==> config.mk <==
export PLATFORM = sky130hd
export DESIGN_NAME = hdc_bundler
export DESIGN_NICKNAME = d
export VERILOG_FILES = /design/src/design/axil_pkg.sv /design/src/design/hdc_pkg.sv /design/src/design/acc_bus_if.sv /design/src/design/hdc_bundler.sv /design/src/design/vector_streamer.sv /design/src/design/axil_regs.sv /design/src/design/acc_arbiter.sv /design/src/design/bundle_bank.sv
export SDC_FILE = /design/constraint.sdc
export NUM_CORES = 2
export LEC_CHECK = 0
export ABC_AREA = 1
export BUFFER_PORTS_ARGS = -buffer_cell sky130_fd_sc_hd__buf_2
export CORE_UTILIZATION = 55
export CTS_CLUSTER_SIZE = 40
export DETAILED_ROUTE_END_ITERATION = 6
export GPL_TIMING_DRIVEN = 0
export PLACE_DENSITY_LB_ADDON = 0.25
export RECOVER_POWER = 25
export SETUP_SLACK_MARGIN = 0.15
export SLEW_MARGIN = 40
export SYNTH_ARGS = -nofsm -noshare
export SYNTH_HDL_FRONTEND = slang
export SYNTH_SLANG_ARGS = --single-unit
==> constraint.sdc <==
create_clock -name clk -period 9.5 [get_ports clk]
set_input_delay 0.475 -clock clk [delete_from_list [all_inputs] [get_ports clk]]
set_output_delay 0.475 -clock clk [all_outputs]
set_load 0.03 [all_outputs]
==> src/design/axil_pkg.sv <==
`default_nettype none

package axil_pkg;

    localparam int ADDR_W = 8;

    // register map, byte addresses
    localparam logic [ADDR_W-1:0] A_DATA0  = 8'h00;
    localparam logic [ADDR_W-1:0] A_DATA1  = 8'h04;
    localparam logic [ADDR_W-1:0] A_CTRL   = 8'h10;
    localparam logic [ADDR_W-1:0] A_SIGN0  = 8'h20;
    localparam logic [ADDR_W-1:0] A_SIGN1  = 8'h24;
    localparam logic [ADDR_W-1:0] A_STATUS = 8'h30;

    // CTRL bit positions
    localparam int CTRL_STORE = 0;
    localparam int CTRL_CLEAR = 1;
    localparam int CTRL_START = 2;

    localparam logic [1:0] RESP_OKAY   = 2'b00;
    localparam logic [1:0] RESP_SLVERR = 2'b10;

endpackage

`default_nettype wire

==> src/design/hdc_pkg.sv <==
`default_nettype none

package hdc_pkg;

    // hypervector geometry
    localparam int DIM     = 64;
    localparam int WORD    = 32;
    localparam int NCHUNK  = DIM / WORD;
    localparam int CHUNK_W = 1;

    // index of the final chunk of a vector
    localparam logic [CHUNK_W-1:0] LAST_CHUNK = CHUNK_W'(NCHUNK - 1);

    // per-dimension counter, two's complement
    localparam int CNT_W = 8;
    localparam logic signed [CNT_W-1:0] CNT_MAX = {1'b0, {(CNT_W-1){1'b1}}};
    localparam logic signed [CNT_W-1:0] CNT_MIN = {1'b1, {(CNT_W-1){1'b0}}};

    // operations on the shared counter-bank bus
    typedef enum logic [1:0] {
        OP_LOAD  = 2'd0,
        OP_STORE = 2'd1,
        OP_CLEAR = 2'd2,
        OP_READ  = 2'd3
    } acc_op_e;

endpackage

`default_nettype wire
==> src/design/acc_bus_if.sv <==
`default_nettype none

interface acc_bus_if;

    // request side, held until gnt
    logic                        req;
    hdc_pkg::acc_op_e            op;
    logic [hdc_pkg::CHUNK_W-1:0] idx;
    logic [hdc_pkg::WORD-1:0]    wdata;

    // one-cycle grant, op takes effect on that edge
    logic                        gnt;
    // read data, valid the cycle after gnt
    logic [hdc_pkg::WORD-1:0]    rdata;

    modport initiator (
        output req, op, idx, wdata,
        input  gnt, rdata
    );

    modport target (
        input  req, op, idx, wdata,
        output gnt, rdata
    );

endinterface

`default_nettype wire

==> src/design/hdc_bundler.sv <==
`default_nettype none

module hdc_bundler (
    input  logic                        clk,
    input  logic                        rst_n,
    input  logic [axil_pkg::ADDR_W-1:0] s_awaddr,
    input  logic                        s_awvalid,
    output logic                        s_awready,
    input  logic [hdc_pkg::WORD-1:0]    s_wdata,
    input  logic [hdc_pkg::WORD/8-1:0]  s_wstrb,
    input  logic                        s_wvalid,
    output logic                        s_wready,
    output logic [1:0]                  s_bresp,
    output logic                        s_bvalid,
    input  logic                        s_bready,
    input  logic [axil_pkg::ADDR_W-1:0] s_araddr,
    input  logic                        s_arvalid,
    output logic                        s_arready,
    output logic [hdc_pkg::WORD-1:0]    s_rdata,
    output logic [1:0]                  s_rresp,
    output logic                        s_rvalid,
    input  logic                        s_rready,
    output logic [hdc_pkg::WORD-1:0]    m_tdata,
    output logic                        m_tvalid,
    input  logic                        m_tready,
    output logic                        m_tlast
);

    // register side, stream side, and the bank port
    acc_bus_if regs_bus ();
    acc_bus_if strm_bus ();
    acc_bus_if bank_bus ();

    logic stream_start;
    logic stream_busy;

    axil_regs u_regs (
        .clk          (clk),
        .rst_n        (rst_n),
        .s_awaddr     (s_awaddr),
        .s_awvalid    (s_awvalid),
        .s_awready    (s_awready),
        .s_wdata      (s_wdata),
        .s_wstrb      (s_wstrb),
        .s_wvalid     (s_wvalid),
        .s_wready     (s_wready),
        .s_bresp      (s_bresp),
        .s_bvalid     (s_bvalid),
        .s_bready     (s_bready),
        .s_araddr     (s_araddr),
        .s_arvalid    (s_arvalid),
        .s_arready    (s_arready),
        .s_rdata      (s_rdata),
        .s_rresp      (s_rresp),
        .s_rvalid     (s_rvalid),
        .s_rready     (s_rready),
        .bus          (regs_bus.initiator),
        .stream_start (stream_start),
        .stream_busy  (stream_busy)
    );

    vector_streamer u_streamer (
        .clk          (clk),
        .rst_n        (rst_n),
        .stream_start (stream_start),
        .stream_busy  (stream_busy),
        .bus          (strm_bus.initiator),
        .m_tdata      (m_tdata),
        .m_tvalid     (m_tvalid),
        .m_tready     (m_tready),
        .m_tlast      (m_tlast)
    );

    acc_arbiter u_arbiter (
        .init0 (regs_bus.target),
        .init1 (strm_bus.target),
        .tgt   (bank_bus.initiator),
        .clk   (clk),
        .rst_n (rst_n)
    );

    bundle_bank u_bank (
        .clk   (clk),
        .rst_n (rst_n),
        .bus   (bank_bus.target)
    );

endmodule

`default_nettype wire

==> src/design/vector_streamer.sv <==
`default_nettype none

module vector_streamer (
    input  logic                     clk,
    input  logic                     rst_n,
    input  logic                     stream_start,
    output logic                     stream_busy,
    acc_bus_if.initiator             bus,
    output logic [hdc_pkg::WORD-1:0] m_tdata,
    output logic                     m_tvalid,
    input  logic                     m_tready,
    output logic                     m_tlast
);

    localparam logic [1:0] S_IDLE  = 2'd0;
    localparam logic [1:0] S_FETCH = 2'd1;
    localparam logic [1:0] S_EMIT  = 2'd2;

    logic [1:0]                  state;
    logic [hdc_pkg::CHUNK_W-1:0] idx;
    // read granted, data lands next cycle
    logic                        got;

    assign stream_busy = (state != S_IDLE);

    // no request while a beat waits on m_tready
    assign bus.req   = (state == S_FETCH) && !got;
    assign bus.op    = hdc_pkg::OP_READ;
    assign bus.idx   = idx;
    assign bus.wdata = '0;

    always_ff @(posedge clk) begin
        if (!rst_n) begin
            state    <= S_IDLE;
            idx      <= '0;
            got      <= 1'b0;
            m_tvalid <= 1'b0;
            m_tlast  <= 1'b0;
        end else begin
            case (state)
                S_IDLE: begin
                    if (stream_start) begin
                        idx   <= '0;
                        state <= S_FETCH;
                    end
                end

                S_FETCH: begin
                    if (got) begin
                        // capture sign chunk into the output beat
                        got      <= 1'b0;
                        m_tdata  <= bus.rdata;
                        m_tvalid <= 1'b1;
                        m_tlast  <= (idx == hdc_pkg::LAST_CHUNK);
                        state    <= S_EMIT;
                    end else if (bus.gnt) begin
                        got <= 1'b1;
                    end
                end

                S_EMIT: begin
                    // beat held until the sink takes it
                    if (m_tready) begin
                        m_tvalid <= 1'b0;
                        m_tlast  <= 1'b0;
                        if (m_tlast) begin
                            state <= S_IDLE;
                        end else begin
                            idx   <= idx + 1'b1;
                            state <= S_FETCH;
                        end
                    end
                end

                default: begin
                    state <= S_IDLE;
                end
            endcase
        end
    end

endmodule

`default_nettype wire

==> src/design/axil_regs.sv <==
`default_nettype none

module axil_regs (
    input  logic                        clk,
    input  logic                        rst_n,
    input  logic [axil_pkg::ADDR_W-1:0] s_awaddr,
    input  logic                        s_awvalid,
    output logic                        s_awready,
    input  logic [hdc_pkg::WORD-1:0]    s_wdata,
    input  logic [hdc_pkg::WORD/8-1:0]  s_wstrb,
    input  logic                        s_wvalid,
    output logic                        s_wready,
    output logic [1:0]                  s_bresp,
    output logic                        s_bvalid,
    input  logic                        s_bready,
    input  logic [axil_pkg::ADDR_W-1:0] s_araddr,
    input  logic                        s_arvalid,
    output logic                        s_arready,
    output logic [hdc_pkg::WORD-1:0]    s_rdata,
    output logic [1:0]                  s_rresp,
    output logic                        s_rvalid,
    input  logic                        s_rready,
    acc_bus_if.initiator                bus,
    output logic                        stream_start,
    input  logic                        stream_busy
);

    localparam logic [2:0] S_IDLE  = 3'd0;
    localparam logic [2:0] S_WOP   = 3'd1;
    localparam logic [2:0] S_BRESP = 3'd2;
    localparam logic [2:0] S_ROP   = 3'd3;
    localparam logic [2:0] S_RDATA = 3'd4;
    localparam logic [2:0] S_RRESP = 3'd5;

    logic [2:0]                  state;
    // pending bus ops, bit 0 load, bit 1 clear, bit 2 store
    logic [2:0]                  pend;
    // pending ops once the lowest one is granted
    logic [2:0]                  pend_rest;
    logic                        do_start;
    // address of the transaction in flight, read or write
    logic [axil_pkg::ADDR_W-1:0] addr;
    logic [hdc_pkg::WORD-1:0]    wdata;
    logic [7:0]                  store_cnt;
    logic                        rd_sign;

    assign pend_rest = pend & (pend - 3'd1);
    assign rd_sign   = (addr == axil_pkg::A_SIGN0) || (addr == axil_pkg::A_SIGN1);

    // bus request straight from state, held until gnt
    assign bus.req   = ((state == S_WOP) && (pend != '0)) || ((state == S_ROP) && rd_sign);
    // DATA1 and SIGN1 sit one word above chunk 0
    assign bus.idx   = addr[2 +: hdc_pkg::CHUNK_W];
    assign bus.wdata = wdata;

    // load first, then clear, then store
    always_comb begin
        if (state == S_ROP) begin
            bus.op = hdc_pkg::OP_READ;
        end else if (pend[0]) begin
            bus.op = hdc_pkg::OP_LOAD;
        end else if (pend[1]) begin
            bus.op = hdc_pkg::OP_CLEAR;
        end else begin
            bus.op = hdc_pkg::OP_STORE;
        end
    end

    always_ff @(posedge clk) begin
        if (!rst_n) begin
            state        <= S_IDLE;
            pend         <= '0;
            do_start     <= 1'b0;
            store_cnt    <= '0;
            s_awready    <= 1'b0;
            s_wready     <= 1'b0;
            s_arready    <= 1'b0;
            s_bvalid     <= 1'b0;
            s_rvalid     <= 1'b0;
            s_bresp      <= axil_pkg::RESP_OKAY;
            s_rresp      <= axil_pkg::RESP_OKAY;
            stream_start <= 1'b0;
        end else begin
            // single-cycle pulses
            s_awready    <= 1'b0;
            s_wready     <= 1'b0;
            s_arready    <= 1'b0;
            stream_start <= 1'b0;

            // saturating store count
            if (bus.gnt && (bus.op == hdc_pkg::OP_STORE) && (store_cnt != 8'hff)) begin
                store_cnt <= store_cnt + 8'd1;
            end

            case (state)
                S_IDLE: begin
                    // write wins over read when both arrive
                    if (s_awvalid && s_wvalid) begin
                        s_awready <= 1'b1;
                        s_wready  <= 1'b1;
                        addr      <= s_awaddr;
                        wdata     <= s_wdata;
                        s_bresp   <= axil_pkg::RESP_OKAY;
                        pend      <= '0;
                        do_start  <= 1'b0;
                        case (s_awaddr)
                            axil_pkg::A_DATA0, axil_pkg::A_DATA1: begin
                                pend <= {2'b00, |s_wstrb};
                            end
                            axil_pkg::A_CTRL: begin
                                // ctrl bits live in byte 0
                                pend <= {s_wdata[axil_pkg::CTRL_STORE],
                                         s_wdata[axil_pkg::CTRL_CLEAR],
                                         1'b0} & {3{s_wstrb[0]}};
                                do_start <= s_wdata[axil_pkg::CTRL_START] & s_wstrb[0];
                            end
                            default: begin
                                s_bresp <= axil_pkg::RESP_SLVERR;
                            end
                        endcase
                        state <= S_WOP;
                    end else if (s_arvalid) begin
                        s_arready <= 1'b1;
                        addr      <= s_araddr;
                        state     <= S_ROP;
                    end
                end

                S_WOP: begin
                    // done when nothing was queued or the last op is granted
                    if ((pend == '0) || (bus.gnt && (pend_rest == '0))) begin
                        pend         <= '0;
                        s_bvalid     <= 1'b1;
                        stream_start <= do_start;
                        state        <= S_BRESP;
                    end else if (bus.gnt) begin
                        pend <= pend_rest;
                    end
                end

                S_BRESP: begin
                    if (s_bready) begin
                        s_bvalid <= 1'b0;
                        state    <= S_IDLE;
                    end
                end

                S_ROP: begin
                    // status and unmapped answer locally
                    if (!rd_sign) begin
                        s_rvalid <= 1'b1;
                        state    <= S_RRESP;
                        if (addr == axil_pkg::A_STATUS) begin
                            s_rdata <= {16'h0000, store_cnt, 7'b0000000, stream_busy};
                            s_rresp <= axil_pkg::RESP_OKAY;
                        end else begin
                            s_rdata <= '0;
                            s_rresp <= axil_pkg::RESP_SLVERR;
                        end
                    end else if (bus.gnt) begin
                        state <= S_RDATA;
                    end
                end

                S_RDATA: begin
                    // bank data valid this cycle
                    s_rdata  <= bus.rdata;
                    s_rresp  <= axil_pkg::RESP_OKAY;
                    s_rvalid <= 1'b1;
                    state    <= S_RRESP;
                end

                S_RRESP: begin
                    if (s_rready) begin
                        s_rvalid <= 1'b0;
                        state    <= S_IDLE;
                    end
                end

                default: begin
                    state <= S_IDLE;
                end
            endcase
        end
    end

endmodule

`default_nettype wire

==> src/design/acc_arbiter.sv <==
`default_nettype none

module acc_arbiter (
    acc_bus_if.target    init0,
    acc_bus_if.target    init1,
    acc_bus_if.initiator tgt,
    input  logic         clk,
    input  logic         rst_n
);

    // favoured initiator on a tie
    logic prio;
    // selected initiator, 1 is init1
    logic sel;

    // tie goes to prio, otherwise whoever asks
    assign sel = (init0.req && init1.req) ? prio : init1.req;

    assign tgt.req   = init0.req || init1.req;
    assign tgt.op    = sel ? init1.op    : init0.op;
    assign tgt.idx   = sel ? init1.idx   : init0.idx;
    assign tgt.wdata = sel ? init1.wdata : init0.wdata;

    // grant routed back to the selected side only
    assign init0.gnt = tgt.gnt && !sel;
    assign init1.gnt = tgt.gnt && sel;

    // read data fans out, each side samples after its own grant
    assign init0.rdata = tgt.rdata;
    assign init1.rdata = tgt.rdata;

    // flip priority to the other side after each grant
    always_ff @(posedge clk) begin
        if (!rst_n) begin
            prio <= 1'b0;
        end else if (tgt.gnt) begin
            prio <= !sel;
        end
    end

endmodule

`default_nettype wire

==> src/design/bundle_bank.sv <==
`default_nettype none

module bundle_bank (
    input  logic      clk,
    input  logic      rst_n,
    acc_bus_if.target bus
);

    // staged input vector, filled chunk by chunk
    logic [hdc_pkg::DIM-1:0] stage;
    // majority vector, one sign bit per counter
    logic [hdc_pkg::DIM-1:0] sign;
    // operation accepted this cycle
    logic                    fire;
    logic                    do_store;
    logic                    do_clear;

    assign fire     = bus.req && bus.gnt;
    assign do_store = fire && (bus.op == hdc_pkg::OP_STORE);
    assign do_clear = fire && (bus.op == hdc_pkg::OP_CLEAR);

    // grant one cycle after req, never back to back
    always_ff @(posedge clk) begin
        if (!rst_n) begin
            bus.gnt <= 1'b0;
        end else begin
            bus.gnt <= bus.req && !bus.gnt;
        end
    end

    always_ff @(posedge clk) begin
        if (!rst_n) begin
            stage <= '0;
        end else if (fire && (bus.op == hdc_pkg::OP_LOAD)) begin
            stage[bus.idx * hdc_pkg::WORD +: hdc_pkg::WORD] <= bus.wdata;
        end
    end

    // one saturating up/down counter per dimension
    for (genvar i = 0; i < hdc_pkg::DIM; i++) begin : g_dim
        logic signed [hdc_pkg::CNT_W-1:0] cnt;

        always_ff @(posedge clk) begin
            if (!rst_n || do_clear) begin
                cnt <= '0;
            end else if (do_store) begin
                // bit 1 counts up, bit 0 counts down
                if (stage[i] && (cnt != hdc_pkg::CNT_MAX)) begin
                    cnt <= cnt + hdc_pkg::CNT_W'(1);
                end else if (!stage[i] && (cnt != hdc_pkg::CNT_MIN)) begin
                    cnt <= cnt - hdc_pkg::CNT_W'(1);
                end
            end
        end

        // strictly positive gives a one
        assign sign[i] = !cnt[hdc_pkg::CNT_W-1] && (cnt != '0);
    end

    // registered chunk read of the sign bits
    always_ff @(posedge clk) begin
        if (fire && (bus.op == hdc_pkg::OP_READ)) begin
            bus.rdata <= sign[bus.idx * hdc_pkg::WORD +: hdc_pkg::WORD];
        end
    end

endmodule

`default_nettype wire

Word level (Yosys, flattened, before mapping)
Cells that the tools add are included.
- logic and storage cells: 1139
- register bits: 744
- input bits: 60
- output and inout port bits: 75
- shift-type cells: 3
- reductions and logical operators: 571
- $add $sub $neg: 132
- bitwise gates (word level): 5
- muxes and demuxes: 183
- equality and inequality tests: 157
- operators by type and width (kind ; count):
    two-way mux 8 bit ; 130
    inequality test 8 bit (second input constant) ; 129
    adder 8 x 2 -> 8 bit (second input constant) ; 64
    nonzero test 8 bit ; 64
    subtractor 8 x 2 -> 8 bit (second input constant) ; 64
    logical AND 1 bit ; 208
    nonzero test 2 bit ; 71
    AND reduction 2 bit ; 67
    logical NOT 1 bit ; 132
    bitwise mux 64 bit ; 1
    two-way mux 32 bit ; 2
    one-hot mux 32 bit (2 select lines) ; 1
    variable shift 32 x 34 -> 64 bit (first input constant) ; 1
    indexed part select 32 x 34 -> 64 bit ; 1
    indexed part select 64 x 7 -> 32 bit ; 1
    negator 6 -> 34 bit ; 1
    two-way mux 3 bit ; 10
    AND reduction 3 bit ; 10
    == test 8 x 6 -> 1 bit (second input constant) ; 3
    two-way mux 2 bit ; 10
    two-way mux 1 bit ; 18
    one-hot mux 3 bit (6 select lines) ; 1
    two-way mux 16 bit ; 1
    inequality test 2 bit (second input constant) ; 7
    30 further kinds ; 54

Logic depth before layout (Yosys ltp)
- depth in word-level cells: 12
- depth in mapped cells: 16
- depth with buffers taken out: 16

Hierarchy
From an unflattened synthesis, not the netlist that was laid out.
- cells, all modules: 7387
- area, all modules: 51207.9 um^2
- modules (own cells, without submodules) (module ; area an instance (um^2) ; times used ; cells an instance ; seq. area each (um^2)):
    bundle_bank ; 44685.4 ; 1 ; 6707 ; 12512.0
    axil_regs ; 3881.2 ; 1 ; 378 ; 2602.5
    vector_streamer ; 1505.2 ; 1 ; 108 ; 1081.0
    acc_arbiter ; 1136.1 ; 1 ; 194 ; 20.0

Least setup slack after synthesis
No wires, ideal clock.
- path kind: flip-flop to flip-flop
- start: register u_regs.state[2]
- end: register u_regs.s_rdata[0] (netlist name) (enable)
- setup time: 0.421 ns
- data required time: 9.079 ns
- arrival: 2.675 ns
- stages on the path, launching flop included: 9
- setup slack: 6.404 ns
- period minus slack after synthesis: 3.096 ns
- buffers on the path: 0
- cells stage by stage: dfxtp_1 > inv_1 > nor2_1 > inv_1 > nor2_1 > inv_1 > nand2_1 > nand2_1 > nor2_1
- word-level cells in the longest chain between the ends: 3
- elaborated cells between the ends (all ways): 5
- those cells by class: eq/ne (3); reduce/logical (2)
- ends and longest elaborated chain (element ; line ; text):
    from (decl) ; axil_regs.sv:35 ; logic [2:0] state;
    from (signal assigned) ; axil_regs.sv:71 ; state <= S_IDLE;
    from (signal assigned) ; axil_regs.sv:121 ; state <= S_WOP;
    from (signal assigned) ; axil_regs.sv:125 ; state <= S_ROP;
    == test 3 x 2 -> 1 bit / == test 3 bit (equally long branches) ; axil_regs.sv:95 ; case (state)
    inequality test 2 bit (no source line) / nonzero test 2 bit (equally long branches) ; - ;
    AND reduction 3 bit (no source line) * ; - ;
    to (signal assigned) ; axil_regs.sv:154 ; s_rdata <= {16'h0000, store_cnt, 7'b0000000, stream_busy};
    to (signal assigned) ; axil_regs.sv:167 ; s_rdata <= bus.rdata;
    to (decl) ; axil_regs.sv:19 ; output logic [hdc_pkg::WORD-1:0] s_rdata,
Every way passes the cells marked *; elsewhere a longest branch is shown, timed or not.
A chain may end at the register's enable or synchronous reset.

Final worst setup path
- start: register u_regs.state[2]
- end: register u_bank.stage[21] (netlist name)
- word-level cells in the longest chain between the ends: 9
- elaborated cells between the ends (all ways): 19
- those cells by class: add/sub (1); eq/ne (2); shift (2); mux (6); reduce/logical (8)
- ends and longest elaborated chain (element ; line ; text):
    == test 3 x 1 -> 1 bit / == test 3 x 2 -> 1 bit (equally long branches) ; axil_regs.sv:51, axil_regs.sv:58 ;
    logical AND 1 bit ; axil_regs.sv:51 ; assign bus.req = ((state == S_WOP) && (pend != '0)) || ((state == S_ROP) && rd_sign);
    logical OR 1 bit ; axil_regs.sv:51 ;
    logical AND 1 bit ; acc_arbiter.sv:17 ; assign sel = (init0.req && init1.req) ? prio : init1.req;
    two-way mux 1 bit ; acc_arbiter.sv:17 ;
    two-way mux 1 bit ; acc_arbiter.sv:21 ; assign tgt.idx = sel ? init1.idx : init0.idx;
    negator 6 -> 34 bit ; bundle_bank.sv:35 ; stage[bus.idx * hdc_pkg::WORD +: hdc_pkg::WORD] <= bus.wdata;
    indexed part select 32 x 34 -> 64 bit / variable shift 32 x 34 -> 64 bit (equally long branches) ; bundle_bank.sv:35 ;
    bitwise mux 64 bit ; bundle_bank.sv:35 ;
    to (signal, indexed assignment) ; bundle_bank.sv:35 ;
    to (decl) ; bundle_bank.sv:10 ; logic [hdc_pkg::DIM-1:0] stage;
Parallel ways exist; a longest one is shown, timed or not.

==> results.cfg <==
[logic_synthesis]
yosysWarningCount = 0
ys_types = 41
synth_edf_count = 136
ys_ff_latch = 742
synth_cells = 7391
synthFlopType = dfxtp_1
synth.avg_cell_area_sq_um = 6.904
yosysTopAreaCell = dfxtp_1
synth.yosys.seq_area_share_pct = 31.78
synth_top_area_share_pct = 23.77
syn_area_sq_um = 51030
yosys-top-cells-area = dfxtp_1, nand2_1, ha_1
async_flop_share_pct = 0

[setup_path]
worst-setup-path-type = reg2reg
end_kind = flip-flop
cp-endpoint = u_bank.stage[21]
cp.arrival_ps = 4650
r2r_setup_slack_ps = 5440
crit_start = u_regs.state[2]
crit_path_start_kind = flip-flop
worst_r2r_path_depth = 13
path_max_fanout = 10
critPathRequiredTime_ps = 10090
reg2reg_to = u_bank.stage[21]
reg2reg_from = u_regs.state[2]

[global_route]
grtUsageTotal_pct = 30.34
grt_pass1_vias = 45340
overflow = 0
antenna_found_initial = 2
grt_pass1_wl_um = 232300
grt_max_degree = 18

[timing]
slew_viol_final = 0
fin_crit_sh_pct = 42.75
max_slew_margin_pct = 20.82
finalSetupViolations = 0
final_hold_viol_count = 0
tightest_slew_ps = 1183
rsz0062_at_grt = no
clock_skew_ps = 22.86
fmax_mhz = 246.2
period_needed_ps = 4062
fin_tns_setup_ps = 0

[flow_run]
drv_cap = 0

[power_and_ir_drop]
p_per_area_nw_per_um2 = 128.2
p_leak_uw = 0.02511
power.total_uw = 7227
ir_drop_v = 0.0001456

[clocking]
clock_path_buffers = 3
cts_max_level = 3
post_cts_buffers = 0
clock-sinks = 742
cts_tree = done
clk_latency_ps = 670
cts-root-buf = clkbuf_16
path_clk_slew_ps = 60
cts_made_buffers = 85

[drt]
vias = 49750
ant_nets = 0
drcViolationCount = 0
dr.pass1.iters = 6
routed_wl_um = 145800
wire_per_inst_um = 16.28
drt-vias-per-instance = 5.555
drtIter0Drc = 4124

[status]
status = complete, no violations

[finish]
final_nets = 8151
num-fill-cells = 8435
drive_above_1_share_pct = 4.174
diodes = 0
syn_to_final_growth_pct = 10.48

[floorplan]
die_w_um = 306.6
die_height_um = 306.6
io_pins = 135
initial_utilization_pct = 55.58
core_sq_um = 91800
dieArea_sq_um = 94000
rows = 111

[place]
dp_hpwl_um = 105900
io_buffers = 131
gp_congestion = 0.9589

[hold_path]
hold_path.class = in2reg
[area by class of cell]
class	count	area (sq um)	share of cell area, %
timing repair buffer	163	875.8	1.554
buffer	162	888.4	1.576
tap	1243	1555	2.759
sequential	742	16220	28.76
inverter	726	2728	4.838
clock inverter	40	473.0	0.8389
multi-input combinational	5762	31220	55.37
clock buffer	119	2426	4.303
[worst min-delay path by stage]
stage | startpoint | to | slack (ps) | depth (start not counted)
after floorplan | u_regs.do_start | u_regs.stream_start | 420 | 2
after global placement | u_bank.bus.rdata[26] | u_streamer.m_tdata[26] | 430 | 0
after detailed placement | u_bank.bus.rdata[3] | u_streamer.m_tdata[3] | 440 | 0
after CTS | s_wdata[20] | u_regs.bus.wdata[20] | 4 | 1
after global routing | s_wdata[0] | u_regs.bus.wdata[0] | 60 | 1
final | s_wdata[0] | u_regs.bus.wdata[0] | 70 | 1
[where the power goes]
group	internal, uW	switching (uW)
sequential	3270	20.6
clock	2060	1400
combinational	113	367
total	5440	1790
[sequential cells by signal (all words and copies together) (netlist names), 2 cells and up]
signal              cells
u_regs.store_cnt        8
u_bank.stage           64
u_bank.bus.rdata       32
u_regs.state            3
u_streamer.state        2
u_regs.s_rdata         32
u_regs.addr             8
u_regs.pend             3
u_bank.g_dim.cnt      512
u_regs.bus.wdata       32
u_streamer.m_tdata     32
[per-stage QoR]
stage	area, sq um	instances	hold slack (ps)	setup WS [ps]	util [%]
detailed placement	53440	8774	436.4	5696	58.22
CTS	56580	8957	3.821	5691	61.64
global route	56380	8957	55.07	5449	61.41
floorplan	51030	7392	415.8	6404	-
global placement	53240	8766	433.2	3666	58.00
finish	56380	8957	71.19	5438	61.41
[worst max-delay path: stages (launching register included)]
cell     delay [ps]
dfxtp_1         400
inv_1            90
nand2_1          80
nor2_1          120
nand3_1         230
nand2_1         140
a21oi_2         650
nand2_1         120
nand2_1         400
nand2_1         470
inv_1           490
buf_2           550
nor2_1           90
nor2_1          130
[logic make-up (layout without fill, tap and decap cells)]
group / Yosys count / after routing / synth area share [%]
and+or+nand+nor: 4302 / 4302 / 35.91
buffers and inverters: 888 / 1210 / 7.062
xor gates and xnor gates: 320 / 320 / 5.492
AOI/OAI and AO/OA: 688 / 688 / 7.775
adders and majority gates: 449 / 449 / 11.95
other: 1 / 2 / 0.007349
muxes: 1 / 1 / 0.01962
DFF: 742 / 742 / 31.78
[cells in the final DEF, fill, tap and decap left out, types with 136 or more instances in the layout]
cell	instances
nand2_1	1964
nor2_1	1209
inv_1	724
nand3_1	642
dfxtp_1	606
ha_1	385
a21oi_1	324
xor2_1	265
nand4_1	197
nand3b_1	157
edfxtp_1	136
[layer usage]
| layer | global-route usage, % | wire length, um | vias to the layer above |
|---|---|---|---|
| li1 | - | - | 24910 |
| met1 | 39.52 | 62930 | 22980 |
| met2 | 49.71 | 65330 | 1500 |
| met3 | 4.287 | 10170 | 354 |
| met4 | 13.94 | 7341 | 2 |
| met5 | 0 | 10 | - |
[Yosys cell counts (13+ instances only)]
cell,count
inv_1,724
a21boi_0,27
nor3_1,53
o21bai_1,61
clkbuf_1,32
nor4_1,69
dfxtp_1,606
xor2_1,265
o31ai_1,38
nor2_1,1210
a21o_1,13
nand4_1,197
a21oi_1,325
buf_2,75
nand3b_1,157
xnor2_1,55
ha_1,385
edfxtp_1,136
nand3_1,641
nand2_1,1963
fa_1,64
a31oi_1,124
o21ai_0,90
buf_4,39
[what timing repair did]
action                                 in CTS  in global routing
hold buffers                               24                  0
resized for setup                           0                  0
endpoints found under the hold margin      24                  0
Power figures use the tool's default switching activity.
